[src/spi_hub_settings.svh]
`ifndef SPI_HUB_SETTINGS_SVH
`define SPI_HUB_SETTINGS_SVH

// ------------------------------
// bus and lane widths
// ------------------------------
`define SPI_HUB_ADDR_W     12       // io bus address
`define SPI_HUB_DATA_W     16       // io bus data word
`define SPI_HUB_OFS_W      4        // offset bits inside a channel window
`define SPI_HUB_LANES      4        // dq3..dq0
`define SPI_HUB_CNT_W      5        // transfer counter

// ------------------------------
// channel windows
// ------------------------------
`define SPI_HUB_FLASH_BASE 12'h110
`define SPI_HUB_GFX_BASE   12'h100

`define SPI_OFS_PINS       4'd0     // wr manual pins, rd lane inputs
`define SPI_OFS_START8     4'd1     // wr start 8-bit, rd rx word
`define SPI_OFS_START16    4'd2     // wr start 16-bit, rd rx word
`define SPI_OFS_IDLE       4'd3     // rd idle bit
`define SPI_OFS_DIR        4'd4     // wr direction bit
`define SPI_OFS_QUAD       4'd5     // wr quad-mode bit

// counter stepping
`define SPI_STEP_SINGLE    1
`define SPI_STEP_QUAD      4
`define SPI_START8_COUNT   16       // half the counter range for 8 bits

`endif

[src/spi_io_pkg.sv]
`include "spi_hub_settings.svh"

// bus side of the hub: addresses, data and window offsets
package spi_io_pkg;

  // ------------------------------
  // io bus
  // ------------------------------
  typedef logic [`SPI_HUB_ADDR_W-1:0] io_addr_t;  // full io address

  // bus data word, also the width of the channel shifter
  typedef logic [`SPI_HUB_DATA_W-1:0] io_word_t;

  // ------------------------------
  // register window
  // ------------------------------
  typedef logic [`SPI_HUB_OFS_W-1:0] reg_ofs_t;   // offset from channel base

endpackage

[src/spi_line_pkg.sv]
`include "spi_hub_settings.svh"

// pin side of a channel
package spi_line_pkg;

  typedef logic [`SPI_HUB_LANES-1:0] lane_t;      // dq3..dq0

  // bit order matches the manual pin register: cs, sck, dq3..dq0
  typedef struct packed {
    logic  cs;
    logic  sck;
    lane_t lanes;
  } spi_pins_t;

  // ------------------------------
  // engine
  // ------------------------------
  typedef logic [`SPI_HUB_CNT_W-1:0] step_cnt_t;  // wraps to 0 at end of transfer

endpackage

[src/spi_ctrl_if.sv]
`timescale 1ns/1ps

// control and status between the register block and one channel
interface spi_ctrl_if;

  // ------------------------------
  // from the register block
  // ------------------------------
  logic                   start8;   // one-cycle, 8-bit transfer
  logic                   start16;  // one-cycle, 16-bit transfer
  spi_io_pkg::io_word_t   tx;       // bus write word
  spi_line_pkg::spi_pins_t manual;  // manual pin register
  logic                   dir;      // quad lanes are inputs when set
  logic                   quad;     // four lanes instead of one

  // ------------------------------
  // from the channel
  // ------------------------------
  spi_io_pkg::io_word_t   rx;       // shifter contents
  logic                   idle;

  modport regs (
    output start8, start16, tx, manual, dir, quad,
    input  rx, idle
  );

  modport chan (
    input  start8, start16, tx, manual, dir, quad,
    output rx, idle
  );

endinterface

[src/spi_io_regs.sv]
`timescale 1ns/1ps
`include "spi_hub_settings.svh"

module spi_io_regs (
  input  logic                    pclk,
  input  logic                    SCKclock,
  input  spi_io_pkg::io_addr_t    io_a_i,
  input  spi_io_pkg::io_word_t    io_wd_i,
  input  logic                    io_w_i,
  output spi_io_pkg::io_word_t    io_rd_o,
  input  spi_line_pkg::lane_t     flash_dq_i,
  input  spi_line_pkg::lane_t     gfx_dq_i,
  spi_ctrl_if.regs                flash_ctrl,
  spi_ctrl_if.regs                gfx_ctrl
);

  localparam int N_CH = 2;  // 0 flash, 1 gfx
  localparam int WIN_LSB = `SPI_HUB_OFS_W;
  localparam spi_io_pkg::io_addr_t CH_BASE [N_CH] = '{`SPI_HUB_FLASH_BASE, `SPI_HUB_GFX_BASE};

  spi_io_pkg::reg_ofs_t     ofs;
  logic [N_CH-1:0]          hit;
  logic [N_CH-1:0]          wr_en;
  logic [N_CH-1:0]          start8;
  logic [N_CH-1:0]          start16;
  spi_line_pkg::spi_pins_t  manual_q [N_CH];
  logic [N_CH-1:0]          dir_q;
  logic [N_CH-1:0]          quad_q;
  spi_line_pkg::lane_t      lanes_in [N_CH];
  spi_io_pkg::io_word_t     rx_word [N_CH];
  logic [N_CH-1:0]          idle;

  assign ofs = io_a_i[WIN_LSB-1:0];

  // ------------------------------
  // address decode
  // ------------------------------
  always_comb begin
    for (int c = 0; c < N_CH; c++) begin
      hit[c]     = (io_a_i[`SPI_HUB_ADDR_W-1:WIN_LSB] == CH_BASE[c][`SPI_HUB_ADDR_W-1:WIN_LSB]);
      wr_en[c]   = io_w_i & hit[c];
      start8[c]  = wr_en[c] & (ofs == `SPI_OFS_START8);   // engine loads at this edge
      start16[c] = wr_en[c] & (ofs == `SPI_OFS_START16);
    end
  end

  // ------------------------------
  // configuration registers
  // ------------------------------
  always_ff @(posedge pclk or posedge SCKclock) begin
    if (SCKclock) begin
      for (int c = 0; c < N_CH; c++) begin
        manual_q[c] <= '0;
        dir_q[c]    <= 1'b0;
        quad_q[c]   <= 1'b0;
      end
    end else begin
      for (int c = 0; c < N_CH; c++) begin
        if (wr_en[c]) begin
          case (ofs)
            `SPI_OFS_PINS: manual_q[c] <= spi_line_pkg::spi_pins_t'(io_wd_i[5:0]);
            `SPI_OFS_DIR:  dir_q[c]    <= io_wd_i[0];
            `SPI_OFS_QUAD: quad_q[c]   <= io_wd_i[0];
            default: ;                                      // starts are strobes only
          endcase
        end
      end
    end
  end

  // channel status into arrays
  assign lanes_in[0] = flash_dq_i;
  assign lanes_in[1] = gfx_dq_i;
  assign rx_word[0]  = flash_ctrl.rx;
  assign rx_word[1]  = gfx_ctrl.rx;
  assign idle[0]     = flash_ctrl.idle;
  assign idle[1]     = gfx_ctrl.idle;

  // ------------------------------
  // read data, zero for unmapped
  // ------------------------------
  always_comb begin
    io_rd_o = '0;
    for (int c = 0; c < N_CH; c++) begin
      if (hit[c]) begin
        case (ofs)
          `SPI_OFS_PINS:    io_rd_o = spi_io_pkg::io_word_t'(lanes_in[c]);
          `SPI_OFS_START8,
          `SPI_OFS_START16: io_rd_o = rx_word[c];
          `SPI_OFS_IDLE:    io_rd_o = spi_io_pkg::io_word_t'(idle[c]);
          default:          io_rd_o = '0;             // dir and quad are write only
        endcase
      end
    end
  end

  // ------------------------------
  // control out to the channels
  // ------------------------------
  assign flash_ctrl.start8  = start8[0];
  assign flash_ctrl.start16 = start16[0];
  assign flash_ctrl.tx      = io_wd_i;
  assign flash_ctrl.manual  = manual_q[0];
  assign flash_ctrl.dir     = dir_q[0];
  assign flash_ctrl.quad    = quad_q[0];

  assign gfx_ctrl.start8    = start8[1];
  assign gfx_ctrl.start16   = start16[1];
  assign gfx_ctrl.tx        = io_wd_i;
  assign gfx_ctrl.manual    = manual_q[1];
  assign gfx_ctrl.dir       = dir_q[1];
  assign gfx_ctrl.quad      = quad_q[1];

  // strobes seen by the channels come only from bus writes
  a_start_needs_write: assert property (
    @(posedge pclk) disable iff (SCKclock)
    (flash_ctrl.start8 | flash_ctrl.start16 | gfx_ctrl.start8 | gfx_ctrl.start16) |-> io_w_i
  );

  a_start_exclusive: assert property (
    @(posedge pclk) disable iff (SCKclock)
    !(flash_ctrl.start8 & flash_ctrl.start16) && !(gfx_ctrl.start8 & gfx_ctrl.start16)
  );

endmodule

[src/spi_channel.sv]
`timescale 1ns/1ps
`include "spi_hub_settings.svh"

module spi_channel (
  input  logic                 pclk,
  input  logic                 SCKclock,
  spi_ctrl_if.chan             ctrl,
  output logic                 cs_o,
  output logic                 sck_o,
  output spi_line_pkg::lane_t  dq_o,
  output spi_line_pkg::lane_t  dq_oe_o,
  input  spi_line_pkg::lane_t  dq_i
);

  logic                     running_q;
  spi_line_pkg::step_cnt_t  count_q;
  spi_line_pkg::step_cnt_t  count_nxt;
  spi_line_pkg::step_cnt_t  step;
  spi_io_pkg::io_word_t     shift_q;
  spi_io_pkg::io_word_t     tx_swap;
  logic                     sclk;
  logic                     start;
  spi_line_pkg::spi_pins_t  eng_pins;
  spi_line_pkg::spi_pins_t  pins;
  spi_line_pkg::lane_t      lane_mask;

  assign start   = ctrl.start8 | ctrl.start16;
  assign tx_swap = {ctrl.tx[7:0], ctrl.tx[15:8]};     // first byte goes out first
  assign step    = ctrl.quad ? spi_line_pkg::step_cnt_t'(`SPI_STEP_QUAD)
                             : spi_line_pkg::step_cnt_t'(`SPI_STEP_SINGLE);
  assign count_nxt = count_q + step;
  assign sclk      = ctrl.quad ? count_q[2] : count_q[0];

  // ------------------------------
  // shift engine
  // ------------------------------
  always_ff @(posedge pclk or posedge SCKclock) begin
    if (SCKclock) begin
      running_q <= 1'b0;
      count_q   <= '0;
      shift_q   <= '0;
    end else if (start) begin                          // restart allowed while busy
      running_q <= 1'b1;
      count_q   <= ctrl.start8 ? spi_line_pkg::step_cnt_t'(`SPI_START8_COUNT) : '0;
      shift_q   <= tx_swap;
    end else if (running_q) begin
      running_q <= (count_nxt != '0);                  // done on wrap
      count_q   <= count_nxt;
      if (sclk) begin
        shift_q <= ctrl.quad ? {shift_q[11:0], dq_i}   // sample on high sck
                             : {shift_q[14:0], dq_i[1]};
      end
    end
  end

  assign ctrl.rx   = shift_q;
  assign ctrl.idle = ~running_q;

  // ------------------------------
  // pins and lane mask
  // ------------------------------
  always_comb begin
    eng_pins.cs    = 1'b0;                             // cs is software driven
    eng_pins.sck   = sclk;
    eng_pins.lanes = ctrl.quad ? shift_q[15:12] : {3'b000, shift_q[15]};
  end

  assign pins = spi_line_pkg::spi_pins_t'(ctrl.manual | eng_pins);

  // mask bit set means the lane is an input
  assign lane_mask = ctrl.quad ? {`SPI_HUB_LANES{ctrl.dir}} : 4'b0010;

  assign cs_o    = pins.cs;
  assign sck_o   = pins.sck;
  assign dq_o    = pins.lanes;
  assign dq_oe_o = ~lane_mask;

  // register block sees busy on the read after its start write
  a_busy_after_start: assert property (
    @(posedge pclk) disable iff (SCKclock)
    start |=> !ctrl.idle
  );

  a_count_holds_idle: assert property (
    @(posedge pclk) disable iff (SCKclock)
    (ctrl.idle && !start) |=> $stable(count_q)
  );

endmodule

[src/spi_io_hub.sv]
`timescale 1ns/1ps

module spi_io_hub (
  input  logic                    pclk,
  input  logic                    SCKclock,

  // io bus
  input  spi_io_pkg::io_addr_t    io_a_i,
  input  spi_io_pkg::io_word_t    io_wd_i,
  input  logic                    io_w_i,
  output spi_io_pkg::io_word_t    io_rd_o,

  // flash channel
  output logic                    flash_cs_o,
  output logic                    flash_sck_o,
  output spi_line_pkg::lane_t     flash_dq_o,
  output spi_line_pkg::lane_t     flash_dq_oe_o,
  input  spi_line_pkg::lane_t     flash_dq_i,

  // graphics-chip channel
  output logic                    gfx_cs_o,
  output logic                    gfx_sck_o,
  output spi_line_pkg::lane_t     gfx_dq_o,
  output spi_line_pkg::lane_t     gfx_dq_oe_o,
  input  spi_line_pkg::lane_t     gfx_dq_i
);

  spi_ctrl_if flash_if ();
  spi_ctrl_if gfx_if ();

  // ------------------------------
  // register map
  // ------------------------------
  spi_io_regs u_regs (
    .pclk        (pclk),
    .SCKclock    (SCKclock),
    .io_a_i      (io_a_i),
    .io_wd_i     (io_wd_i),
    .io_w_i      (io_w_i),
    .io_rd_o     (io_rd_o),
    .flash_dq_i  (flash_dq_i),
    .gfx_dq_i    (gfx_dq_i),
    .flash_ctrl  (flash_if.regs),
    .gfx_ctrl    (gfx_if.regs)
  );

  // ------------------------------
  // channels
  // ------------------------------
  spi_channel u_flash (
    .pclk        (pclk),
    .SCKclock    (SCKclock),
    .ctrl        (flash_if.chan),
    .cs_o        (flash_cs_o),
    .sck_o       (flash_sck_o),
    .dq_o        (flash_dq_o),
    .dq_oe_o     (flash_dq_oe_o),
    .dq_i        (flash_dq_i)
  );

  spi_channel u_gfx (
    .pclk        (pclk),
    .SCKclock    (SCKclock),
    .ctrl        (gfx_if.chan),
    .cs_o        (gfx_cs_o),
    .sck_o       (gfx_sck_o),
    .dq_o        (gfx_dq_o),
    .dq_oe_o     (gfx_dq_oe_o),
    .dq_i        (gfx_dq_i)
  );

endmodule

[config.mk]
export PLATFORM = sky130hd
export DESIGN_NAME = spi_io_hub
export DESIGN_NICKNAME = d
export VERILOG_FILES = /design/src/spi_io_pkg.sv /design/src/spi_line_pkg.sv /design/src/spi_ctrl_if.sv /design/src/spi_io_regs.sv /design/src/spi_channel.sv /design/src/spi_io_hub.sv
export VERILOG_INCLUDE_DIRS = /design/src /design/src/src
export SDC_FILE = /design/constraint.sdc
export NUM_CORES = 1
export LEC_CHECK = 0
export ABC_CLOCK_PERIOD_IN_PS = 2400
export BUFFER_PORTS_ARGS = -buffer_cell sky130_fd_sc_hd__buf_4
export CAP_MARGIN = 20
export CORE_AREA = 2 2 90 92
export CTS_CLUSTER_SIZE = 24
export DETAILED_ROUTE_END_ITERATION = 7
export DIE_AREA = 0 0 92 94
export PLACE_DENSITY = 0.76
export SLEW_MARGIN = 30
export SYNTH_ARGS = -nofsm -noshare
export SYNTH_HDL_FRONTEND = slang
export SYNTH_SLANG_ARGS = --single-unit
[constraint.sdc]
create_clock -name pclk -period 2.4 [get_ports pclk]
set_input_delay 0.48 -clock pclk [delete_from_list [all_inputs] [get_ports pclk]]
set_output_delay 0.48 -clock pclk [all_outputs]
set_load 0.05 [all_outputs]
### Word level (Yosys, flattened, before mapping)

Index checks and enable logic that the tools add are counted.

| cells by class | value |
|---|---|
| bitwise operators | 14 |
| eq/ne operators | 7 |
| reductions and logical operators | 16 |
| add/sub/neg operators | 2 |
| mux-type cells | 30 |

Operator list:

| operator | number |
|---|---|
| $mux W16 | 10 |
| $pmux W16 S3 | 2 |
| $mux W5 | 6 |
| $eq A8 B5 Y1 const B | 2 |
| $mux W4 | 4 |
| $reduce_and A2 Y1 | 8 |
| $or A6 B5 Y6 | 2 |
| $add A5 B5 Y5 | 2 |
| $reduce_bool A5 Y1 | 2 |
| $eq A4 B2 Y1 const B | 2 |
| $eq A4 B3 Y1 const B | 2 |
| $not A4 Y4 | 2 |
| $reduce_bool A2 Y1 | 4 |
| $and A1 B1 Y1 | 6 |
| $mux W1 | 6 |
| $mux W3 | 2 |
| $eq A4 B1 Y1 const B | 1 |
| $logic_not A4 Y1 | 1 |
| $not A1 Y1 | 2 |
| $or A1 B1 Y1 | 2 |
| $reduce_or A2 Y1 | 1 |

| storage, ports and cells | value |
|---|---|
| bits of input ports | 39 |
| bits in registers | 60 |
| output and inout bits | 36 |

### Longest topological paths before layout

Gate-level depths: netlist of the first run.

| depth | value |
|---|---|
| depth in word-level cells | 6 |
| mapped depth | 9 |

### By module

From an unflattened synthesis of the first run, not the netlist that was laid out.

| unflattened totals | value |
|---|---|
| cells, all modules | 406 |
| area total of the unflattened synthesis | 4,209.0 µm² |

Modules (own cells, without submodules):

| module | instances | seq. area each (µm²) | area each (µm²) | cells an instance |
|---|---|---|---|---|
| spi_channel | 2 | 550.5 | 1,363.8 | 128 |
| spi_io_regs | 1 | 400.4 | 1,481.4 | 150 |

### Worst setup path before layout of the first run

Ideal clock, no wire load.

| path | value |
|---|---|
| kind | input to output |
| from | input port io_a_i[11] |
| to | output port io_rd_o[1] |
| data arrival time | 2,742 ps |
| slack | -822 ps |
| cell stages on the path | 4 |
| required time | 1,920 ps |
| cell sequence | or4_4 or4_1 buf_2 nor3_1 |

| between the ends | value |
|---|---|
| cells in the longest elaborated chain, start to end | 3 |
| elaborated cells on any way between the ends | 4 |

Ends and longest elaborated chain:

| what | line | source |
|---|---|---|
| start, declared | spi_io_hub.sv:8 | `input spi_io_pkg::io_addr_t io_a_i,` |
| $eq A8 B5 Y1 | spi_io_regs.sv:40 | `` hit[c] = (io_a_i[`SPI_HUB_ADDR_W-1:WIN_LSB] == CH_BASE[c][`SPI_HUB_ADDR_W-1:WIN_LSB]); `` |
| $mux W16 | spi_io_regs.sv:85 | `if (hit[c]) begin` |
| $mux W16 (*) | spi_io_regs.sv:85 |  |
| end, declared | spi_io_hub.sv:11 | `output spi_io_pkg::io_word_t io_rd_o,` |

Every way passes the cells marked *; elsewhere a longest branch is shown, timed or not.

### Final worst setup path of the first run

| path | value |
|---|---|
| from | input port io_a_i[11] |
| to | output port io_rd_o[2] |

Same word-level chain as after synthesis.

==> results of run 1 <==
-- final timing paths --
check	slack, ps	end	start
worst max-delay path	-40	io_rd_o[2]	io_a_i[11]
min in group pclk	360	u_flash.ctrl.rx[14]	io_wd_i[6]
worst max register to register	550	u_flash.running_q	u_regs.quad_q[0]
max in group asynchronous	1590	u_flash.ctrl.rx[1]	SCKclock
worst min register to register	500	u_regs.flash_ctrl.manual[4]	u_regs.flash_ctrl.manual[4]
worst min-delay path	120	u_regs.gfx_ctrl.manual[2]	SCKclock
-- cells by family after synthesis --
group / count (synthesis)
multiplexers: 89
adder cells (fa/ha/maj): 6
XOR/XNOR: 8
buffers and inverters: 35
flip-flops: 60
AO/OA/AOI/OAI: 76
AND/OR/NAND/NOR: 107
-- Yosys cell counts, drive strengths merged --
cell type,instances,area share
dfrtp,60,0.40
mux2,51,0.15
nand2,43,0.043
mux2i,38,0.10
o21ai,33,0.044
nor2,29,0.029
clkbuf,19,0.019
a22oi,12,0.024
buf,11,0.017
a21o,9,0.018
ha,6,0.020
nor3,6,0.0080
inv,5,0.0050
nor2b,5,0.0083
xnor2,5,0.012
a21oi,4,0.0053
a221oi,4,0.0093
a31oi,4,0.0067
nor4,4,0.0083
a211o,3,0.0070
xor2,3,0.0070
a211oi,2,0.0040
a32oi,2,0.0047
and2,2,0.0033
nand3,2,0.0027
nand4,2,0.0033
nor3b,2,0.0040
o32a,2,0.0053
or2,2,0.0033
or3b,2,0.0047
or4,2,0.0050
and3b,1,0.0023
and4,1,0.0023
nand3b,1,0.0020
nand4bb,1,0.0030
o211ai,1,0.0020
or3,1,0.0017
or4b,1,0.0027
-- final cells by class --
| type | instances | area [um^2] |
|---|---|---|
| fill | 600 | 2530 |
| multi-input combinational | 286 | 2330 |
| sequential | 60 | 1500 |
| timing repair buffer | 96 | 867 |
| clock buffer | 10 | 138 |
| tap | 102 | 128 |
| clock inverter | 6 | 86.3 |
| inverter | 5 | 18.8 |
-- cell usage in the layout (no fill, tap or decap), drive strengths merged, types with 3 or more instances in the layout --
cell type / instances
a211o: 3
a21o: 9
a21oi: 4
a221oi: 4
a22oi: 12
a31oi: 4
buf: 96
clkbuf: 10
dfrtp: 60
ha: 6
inv: 6
mux2: 51
mux2i: 38
nand2: 43
nor2: 29
nor2b: 5
nor3: 6
nor4: 4
o21ai: 33
xnor2: 5
xor2: 3
-- stage by stage --
step | instances | area, um^2 | power (uW) | setup TNS [ps] | hold slack [ps]
global placement | 544 | 4620 | 1850 | -2780 | 483
CTS | 565 | 5030 | 2920 | -153 | 119
floorplan | 381 | 3900 | 1660 | -1420 | 471
global route | 565 | 5070 | 3040 | -1070 | 156
finish | 565 | 5070 | 2910 | -443 | 123
detailed placement | 544 | 4620 | 1870 | -2990 | 487
-- metal layers --
| metal | wire length [um] | global-route usage |
|---|---|---|
| met5 | 0 | 0 |
| met4 | 391 | 0.131 |
| met3 | 651 | 0.0345 |
| met2 | 4790 | 0.404 |
| met1 | 4660 | 0.334 |
-- critical path: cells and delay by family --
family / cells / cell delay [ps]
and+or+nand+nor: 3 / 1210
buffers and inverters: 2 / 270
-- where the power goes --
group          internal [uW]  switching, uW  total (uW)
registers               1090           92.4        1180
logic                    323            365         688
clock network            612            426        1040
total                   2030            884        2910
-- flip-flops by register name, summed over array words and instances, names as in the netlist --
name	cells
u_flash.ctrl.rx	16
u_gfx.ctrl.rx	16
u_regs.flash_ctrl.manual	6
u_regs.gfx_ctrl.manual	6
u_flash.count_q	5
u_gfx.count_q	5
u_regs.dir_q	2
u_regs.quad_q	2
u_flash.running_q	1
u_gfx.running_q	1
-- repair_timing --
item | in CTS | in global routing
setup buffers | 3 | 0
pin swaps | 7 | 10
resized for setup | 39 | 10
gates cloned | 2 | 0
hold buffers | 0 | 0
setup endpoints to repair | 16 | 16
==> run summary, run 1 <==
DIE WIDTH -> 92 um
CP Data Arrival Time -> 1960 ps
WL final -> 10.5 mm
Initial drt markers -> 211
CTS tree -> done
CTS Sinks -> 60
LEAKAGE -> 0.00220 uW
Synth Area in Compound Gates -> 0.130
Gate Count Post-Synth -> 381
Worst slew pin tran -> 454 ps
Overall routing resource usage -> 0.252
Crit end category -> output pin
Via-to-Cell Ratio -> 5.77
Final setup fails -> 16
Status -> finished, violations left
Crit share post-route -> 1.02
Worst skew pair latency -> 340 ps
Number of antenna violations at the first check in global routing -> 0
Total grt overflow -> 0
Failing checks -> setup timing
Syn_area_per_cell -> 9.87 um^2
Synth Area in XOR/XNOR -> 0.0186
Inserted Diodes -> 0
GPL Wtd Cong -> 0.942
Boundary Pins -> 75
Worst path max stage delay -> 540 ps
Startpoint types -> primary input
Slowest cell on the critical path -> or4_4
Crit-path cells -> buf_6 > or4_4 > or4_4 > nor3_4 > buf_6
Initial Util -> 0.494
Worst hold path class -> primary input to asynchronous set/reset pin
WS Path Type -> primary input to output pin
Dpl ws -> -215 ps
Syn. warnings -> 0
Max VDD drop -> 0.291 mV
Layout cells sized above 1 -> 0.438
Max cap viols -> 0
Clk root buf -> clkbuf_8
Largest family of logic cells by synthesized area -> multiplexers
Sequential cell area fraction in the yosys report -> 0.399
Relative slew slack -> 0.698
TritonCTS Buffers -> 9
DRT antenna net count -> 0
Post-synth cell types -> 41
Number of global-route vias before repair -> 3228
Skew final -> 6.84 ps
Final Critical Period -> 2440 ps
Rows -> 32
Final #Nets -> 503
Die H -> 94 um
Post-synthesis net count -> 426
F_max -> 409 MHz
Hold Violations, Final -> 0
Final WS setup -> -44.4 ps
WL/cell -> 18.6 um
DRC Markers -> 0
Synth Area in Simple Gates -> 0.137
Worst-case reg-to-reg path depth -> 7
PwrDens -> 574 nW/um^2
DIE AREA -> 8650 um^2
Total number of vias -> 3258
Largest net degree at the start of global routing -> 41
Drt first pass iters -> 4
Core area -> 7610 um^2
Number of port buffers -> 74
Synth Area in Adders -> 0.0200
First-pass GRT wire length -> 16.8 mm
Final core utilization -> 0.667
Cell area after synthesis -> 3760 um^2
CTS clk-pin slew, worst paths -> 70 ps
Worst Path Max Fanout -> 5
Synth Register Bits -> 60
DP HPWL -> 7.38 mm
RSZ-0062 raised after global routing -> yes
Critical path required time -> 1920 ps
Maximum buffer depth of the clock tree -> 2
H-tree depth -> 3
Area growth, synth to finish -> 34.9%
Mux contribution to synthesized area -> 0.254
Max-slew violation count -> 0
No activity file was read; power rests on OpenSTA's default activity.
==> run 2: changes to the inputs <==
--- a/config.mk
+++ b/config.mk
@@ -14,6 +14,7 @@
 export DETAILED_ROUTE_END_ITERATION = 7
 export DIE_AREA = 0 0 92 94
 export PLACE_DENSITY = 0.76
+export SETUP_SLACK_MARGIN = 0.15
 export SLEW_MARGIN = 30
 export SYNTH_ARGS = -nofsm -noshare
 export SYNTH_HDL_FRONTEND = slang
==> run 2 against run 1 <==
Effect of this change: the flow still finishes with violations (setup timing); global-route usage about the same; non-clock buffer count up 3; total power shrank 9.2%; clock skew fell by 0.72 ps; highest routed layer unchanged; largest cell class unchanged; worst hold slack improved by 45 ps; die area stayed put.
==> run summary, run 2 (synthesized netlist as in run 1, its figures left out) <==
CTS Sinks -> 60 (unchanged)
Most frequent CP cell -> buf_6
DRC Markers -> 0 (unchanged)
CTS tree -> done
Multi-input gate area -> 2330 um^2 (unchanged)
Worst path max stage delay -> 530 ps (about the same)
Layout cells sized above 1 -> 0.439 (about the same)
Crit-path cells -> buf_6 > or4_4 > buf_6 > nor2_4 > buf_6 > a22oi_2 > nor2_4 > buf_8
Drt first pass iters -> 4 (unchanged)
Max VDD drop -> 0.346 mV (+19%)
Worst-case reg-to-reg path depth -> 7 (unchanged)
Commonest non-fill, non-tap cell in the layout -> buf_4
Max cap viols -> 0 (unchanged)
Maximum buffer depth of the clock tree -> 2 (unchanged)
DIE AREA -> 8650 um^2 (unchanged)
Status -> finished, violations left
Final core utilization -> 0.665 (-0.00148)
Failing checks -> setup timing
Overall routing resource usage -> 0.252 (-0.000349)
Worst Path Max Fanout -> 7 (+2)
Final Non-Filler Cells -> 567 (+0.35%)
Startpoint types -> primary input
Initial Util -> 0.494 (unchanged)
Final #Nets -> 506 (+0.60%)
Cell Area, Placed -> 4630 um^2 (+0.27%)
Max-slew violation count -> 0 (unchanged)
Rows -> 32 (unchanged)
RSZ-0062 raised after global routing -> yes
Placed cell count -> 544 (unchanged)
Power, Total -> 2640 uW (-9.2%)
PwrDens -> 522 nW/um^2 (-9.0%)
WHS -> 168 ps (+45.3 ps)
Number of global-route vias before repair -> 3322 (+2.9%)
Hold Violations, Final -> 0 (unchanged)
Total number of vias -> 3281 (+0.71%)
Worst skew pair latency -> 330 ps (about the same)
R2R Setup Slk -> 570 ps (+20 ps)
Skew final -> 6.12 ps (-0.721 ps)
Fill cells -> 594 (-1.0%)
Inserted Diodes -> 0 (unchanged)
F_max -> 407 MHz (-0.41%)
Total grt overflow -> 0 (unchanged)
CTS clk-pin slew, worst paths -> 70 ps (about the same)
Design area -> 5060 um^2 (-0.22%)
Worst slew pin tran -> 492 ps (+38.7 ps)
Slowest cell on the critical path -> or4_4
Number of port buffers -> 74 (unchanged)
CP Data Arrival Time -> 1970 ps (about the same)
Critical path required time -> 1920 ps (about the same)
DP HPWL -> 7.20 mm (-2.4%)
RR Endpoint -> u_flash.running_q
DRT antenna net count -> 0 (unchanged)
WL final -> 10.4 mm (-0.59%)
Commonest cells after routing, fill and taps aside -> buf_4, dfrtp_1, mux2_2
Core area -> 7610 um^2 (unchanged)
LEAKAGE -> 0.00219 uW (-0.60%)
Final setup fails -> 14 (-2)
Boundary Pins -> 75 (unchanged)
Crit end category -> output pin
Hold buffers post-CTS -> 0 (unchanged)
Final WS setup -> -54.6 ps (-10.1 ps)
Setup crit end -> io_rd_o[5]
Initial drt markers -> 185 (-12%)
First-pass GRT wire length -> 16.9 mm (+0.78%)
Delay-heaviest family, CP -> simple AND/OR/NAND/NOR gates
CP startpoint -> io_a_i[11]
H-tree depth -> 3 (unchanged)
Via-to-Cell Ratio -> 5.79 (+0.35%)
Area growth, synth to finish -> 34.6%
Crit path buffers/inverters -> 4 (+2)
Worst R2R Start -> u_regs.quad_q[0]
TritonCTS Buffers -> 9 (unchanged)
WL/cell -> 18.4 um (-0.94%)
DIE WIDTH -> 92 um (unchanged)
Crit path depth -> 8 (+3)
GPL Wtd Cong -> 0.909 (-3.5%)
Relative slew slack -> 0.671 (-0.0263)
Largest net degree at the start of global routing -> 41 (unchanged)
FF+latch area -> 1500 um^2 (unchanged)
Clk root buf -> clkbuf_8
Crit share post-route -> 1.02 (+0.00422)
Die H -> 94 um (unchanged)
Worst hold path class -> primary input to asynchronous set/reset pin
WS Path Type -> primary input to output pin
Final Critical Period -> 2450 ps (+10.1 ps)
Number of antenna violations at the first check in global routing -> 0 (unchanged)
==> run 2: cell count changes in the layout (fill, tap and decap cells not counted), moves of 2 or more <==
cell,delta
buf_12,+2
buf_8,+2
bufinv_16,-2
buf_6,-2
==> run 2: layout make-up <==
cell class,instances,share of cell area
clock buffers,10,0.0252
clock inverters,5,0.00593
inverters,5,0.00371
multi-input cells,286,0.461
flip-flops and latches,60,0.297
well taps,102,0.0252
repair buffers,99,0.182
==> run 2: repair_timing <==
item	in CTS	in global routing
gates cloned	1	0
setup endpoints to repair	16	16
resized for setup	42	9
pin swaps	6	12
buffers inserted	5	2
hold endpoints to repair	0	0
==> run 2: how the worst min path moves through the flow <==
stage	start	to	cells after the start
after detailed placement	u_regs.gfx_ctrl.manual[4]	u_regs.gfx_ctrl.manual[4]	1
final	SCKclock	u_regs.gfx_ctrl.manual[2]	2
after global placement	u_regs.flash_ctrl.manual[4]	u_regs.flash_ctrl.manual[4]	1
after floorplan	u_regs.flash_ctrl.manual[4]	u_regs.flash_ctrl.manual[4]	1
after CTS	SCKclock	u_regs.gfx_ctrl.manual[2]	2
after global routing	SCKclock	u_regs.gfx_ctrl.manual[2]	2
==> run 2: metal layers <==
| metal | track usage | share of wire | routed length, um | up-vias |
|---|---|---|---|---|
| met5 | 0 | 0 | 0 | - |
| met2 | 0.409 | 0.47 | 4930 | 141 |
| li1 | - | - | - | 1529 |
| met3 | 0.0377 | 0.073 | 763 | 21 |
| met4 | 0.112 | 0.028 | 288 | 0 |
| met1 | 0.334 | 0.43 | 4450 | 1590 |
==> run 2: stage by stage <==
step	setup slack, ps	TNS, ps
floorplan	-163	-1420
global placement	-130	-1880
detailed placement	-133	-1870
CTS	-39.2	-239
global route	-85.3	-1000
finish	-54.6	-482
==> run 2: worst reg2reg max path, stage by stage (launching register included) <==
cell	delay, ps
dfrtp_1	430
inv_1	110
ha_1	240
ha_1	240
a21o_1	190
a32oi_1	210
nand4_1	120
a21o_1	190
==> run 2: power by group <==
group / internal, uW / total (uW) / switching (uW)
registers: 1090 / 1190 / 92.9
clock network: 363 / 764 / 402
logic: 327 / 693 / 365
total: 1780 / 2640 / 860
==> run 3: changes to the inputs <==
--- a/config.mk
+++ b/config.mk
@@ -9,11 +9,13 @@
 export ABC_CLOCK_PERIOD_IN_PS = 2400
 export BUFFER_PORTS_ARGS = -buffer_cell sky130_fd_sc_hd__buf_4
 export CAP_MARGIN = 20
-export CORE_AREA = 2 2 90 92
+export CELL_PAD_IN_SITES_DETAIL_PLACEMENT = 1
+export CELL_PAD_IN_SITES_GLOBAL_PLACEMENT = 2
+export CORE_AREA = 2 2 109 111
 export CTS_CLUSTER_SIZE = 24
 export DETAILED_ROUTE_END_ITERATION = 7
-export DIE_AREA = 0 0 92 94
-export PLACE_DENSITY = 0.76
+export DIE_AREA = 0 0 111 113
+export PLACE_DENSITY = 0.82
 export SETUP_SLACK_MARGIN = 0.15
 export SLEW_MARGIN = 30
 export SYNTH_ARGS = -nofsm -noshare
==> run 3 against run 2 <==
Effect of this change: the run still ends with setup timing left; register-to-register slack lost 60 ps; sequential power hardly changed; critical path depth shrank 3; utilization decreased by 21 points; sequential share of layout area fell by 0.64 points; first-iteration DRC count fell by 16%; total power increased by 21%; maximum frequency is 1.0% lower; final cell count rose by 6.9%; combinational power increased by 0.7%; die area increased by 45%; critical path type unchanged.
==> run summary, run 3 (synthesized netlist as in run 1, its figures left out) <==
Worst slew pin tran -> 489 ps (-3.75 ps)
DP HPWL -> 8.44 mm (+17%)
Hold buffers post-CTS -> 0 (unchanged)
Largest net degree at the start of global routing -> 61 (+49%)
CP Data Arrival Time -> 2000 ps (+30 ps)
Number of antenna violations at the first check in global routing -> 0 (unchanged)
Initial Util -> 0.334 (-0.161)
Clk root buf -> clkbuf_16
Max-slew violation count -> 0 (unchanged)
WS Path Type -> primary input to output pin
Cell Area, Placed -> 4690 um^2 (+1.3%)
Die H -> 113 um (+20%)
P_int -> 2250 uW (+26%)
Total grt overflow -> 0 (unchanged)
Inserted Diodes -> 0 (unchanged)
H-tree depth -> 3 (unchanged)
CTS clk-pin slew, worst paths -> 60 ps (about the same)
Delay-heaviest family, CP -> simple AND/OR/NAND/NOR gates
Overall routing resource usage -> 0.196 (-0.0553)
Commonest non-fill, non-tap cell in the layout -> buf_4
Sw Pwr -> 948 uW (+10%)
Failing checks -> setup timing
Maximum buffer depth of the clock tree -> 2 (unchanged)
DRC Markers -> 0 (unchanged)
Rows -> 39 (+22%)
Sequential share of power -> 0.372 (-0.077)
Status -> finished, violations left
Critical path required time -> 1920 ps (about the same)
Worst skew pair latency -> 330 ps (about the same)
F_max -> 403 MHz (-1.0%)
RSZ-0062 raised after global routing -> yes
Number of port buffers -> 74 (unchanged)
Layout cells sized above 1 -> 0.428 (-0.0111)
Boundary Pins -> 75 (unchanged)
DIE AREA -> 12500 um^2 (+45%)
Final WS setup -> -80.1 ps (-25.5 ps)
WL final -> 11.9 mm (+14%)
LEAKAGE -> 0.00223 uW (+1.9%)
Drt first pass iters -> 4 (unchanged)
Area growth, synth to finish -> 37.7%
Slowest cell on the critical path -> or4_4
Worst hold path class -> primary input to asynchronous set/reset pin
Worst Path Max Fanout -> 5 (-2)
CTS tree -> done
Share of total power in the clock network -> 0.410 (+0.121)
Switching Share -> 0.297 (-0.0288)
PwrDens -> 617 nW/um^2 (+18%)
DIE WIDTH -> 111 um (+21%)
Final #Nets -> 503 (-0.59%)
Comb power frac -> 0.218 (-0.044)
Crit-path cells -> buf_6 > or4_4 > or4_4 > nor3_4 > buf_6
Relative slew slack -> 0.674 (+0.00298)
WHS -> 205 ps (+37.5 ps)
TritonCTS Buffers -> 9 (unchanged)
Crit path buffers/inverters -> 2 (-2)
Number of global-route vias before repair -> 3631 (+9.3%)
CTS Sinks -> 60 (unchanged)
Skew final -> 5.56 ps (-0.560 ps)
Design area -> 5180 um^2 (+2.3%)
Via-to-Cell Ratio -> 5.42 (-6.4%)
Final setup fails -> 5 (-9)
GPL Wtd Cong -> 0.775 (-15%)
DRT antenna net count -> 0 (unchanged)
Startpoint types -> primary input
Commonest cells after routing, fill and taps aside -> buf_4, dfrtp_1, mux2_2
Worst path max stage delay -> 570 ps (+40 ps)
Initial drt markers -> 155 (-16%)
Final Critical Period -> 2480 ps (+25.5 ps)
First-pass GRT wire length -> 19.5 mm (+15%)
Crit end category -> output pin
Crit share post-route -> 1.03 (+0.0106)
Max VDD drop -> 0.319 mV (-7.9%)
Hold Violations, Final -> 0 (unchanged)
Core area -> 11300 um^2 (+48%)
Total number of vias -> 3284 (+0.091%)
WL/cell -> 19.6 um (+6.3%)
Max cap viols -> 0 (unchanged)
## run 3: cell types whose count changed in the layout (fill, tap and decap cells not counted), moves of 2 or more
cell	change
clkbuf_8	-8
a22oi_1	+5
buf_8	-3
a22oi_2	-5
buf_6	+3
buf_4	-2
clkbuf_16	+9
## run 3: layout make-up
| class | instances | area [um^2] |
|---|---|---|
| inverter | 5 | 18.8 |
| clock buffer | 10 | 239 |
| multi-input combinational | 286 | 2300 |
| tap | 143 | 179 |
| fill | 1226 | 6090 |
| timing repair buffer | 96 | 876 |
| clock inverter | 6 | 63.8 |
| sequential | 60 | 1500 |
## run 3: worst min-delay path, delay by kind of cell
| family | cells | cell delay, ps |
|---|---|---|
| buf+inv | 3 | 460 |
## run 3: power by group through the flow
stage | Combinational, uW | Sequential (uW) | Clock [uW]
final | 698 | 1190 | 1310
after global routing | 778 | 1200 | 1380
after CTS | 704 | 1190 | 1340
after detailed placement | 690 | 1200 | 0
after global placement | 669 | 1190 | 0
after floorplan | 494 | 1170 | 0
## run 3: routing by layer
layer	vias to the layer above	wire length [um]	GRT usage
li1	1535	-	-
met1	1665	5340	0.257
met2	69	5800	0.332
met3	15	488	0.0370
met4	0	231	0.0600
met5	-	0	0
## run 3: path summary, 6_finish.rpt
path,start,endpoint,slack [ps],cells after the start
hold / removal,SCKclock,u_regs.flash_ctrl.manual[3],210,3
max in group asynchronous,SCKclock,u_regs.quad_q[1],1890,3
min in group pclk,io_wd_i[11],u_flash.ctrl.rx[3],370,3
setup / recovery,io_a_i[11],io_rd_o[2],-80,5
setup reg to reg,u_regs.quad_q[0],u_flash.running_q,510,7
hold reg to reg,u_regs.flash_ctrl.manual[4],u_regs.flash_ctrl.manual[4],510,1
## run 3: metrics by stage
stage / util / setup WS (ps) / power (uW) / cells / setup TNS, ps
after floorplan: - / -163 / 1660 / 381 / -1420
after global routing: 0.459 / -108 / 3370 / 606 / -584
after detailed placement: 0.416 / -172 / 1890 / 586 / -2500
after CTS: 0.459 / -83.0 / 3230 / 606 / -266
final: 0.459 / -80.1 / 3200 / 606 / -279
after global placement: 0.416 / -169 / 1860 / 586 / -2210
## run 3: what timing repair did
| action | 4_1_cts | 5_1_grt |
|---|---|---|
| buffers inserted | 3 | 0 |
| pin swaps | 9 | 1 |
| endpoints found under the setup margin | 17 | 16 |
| gates cloned | 1 | 0 |
| resized for setup | 39 | 1 |
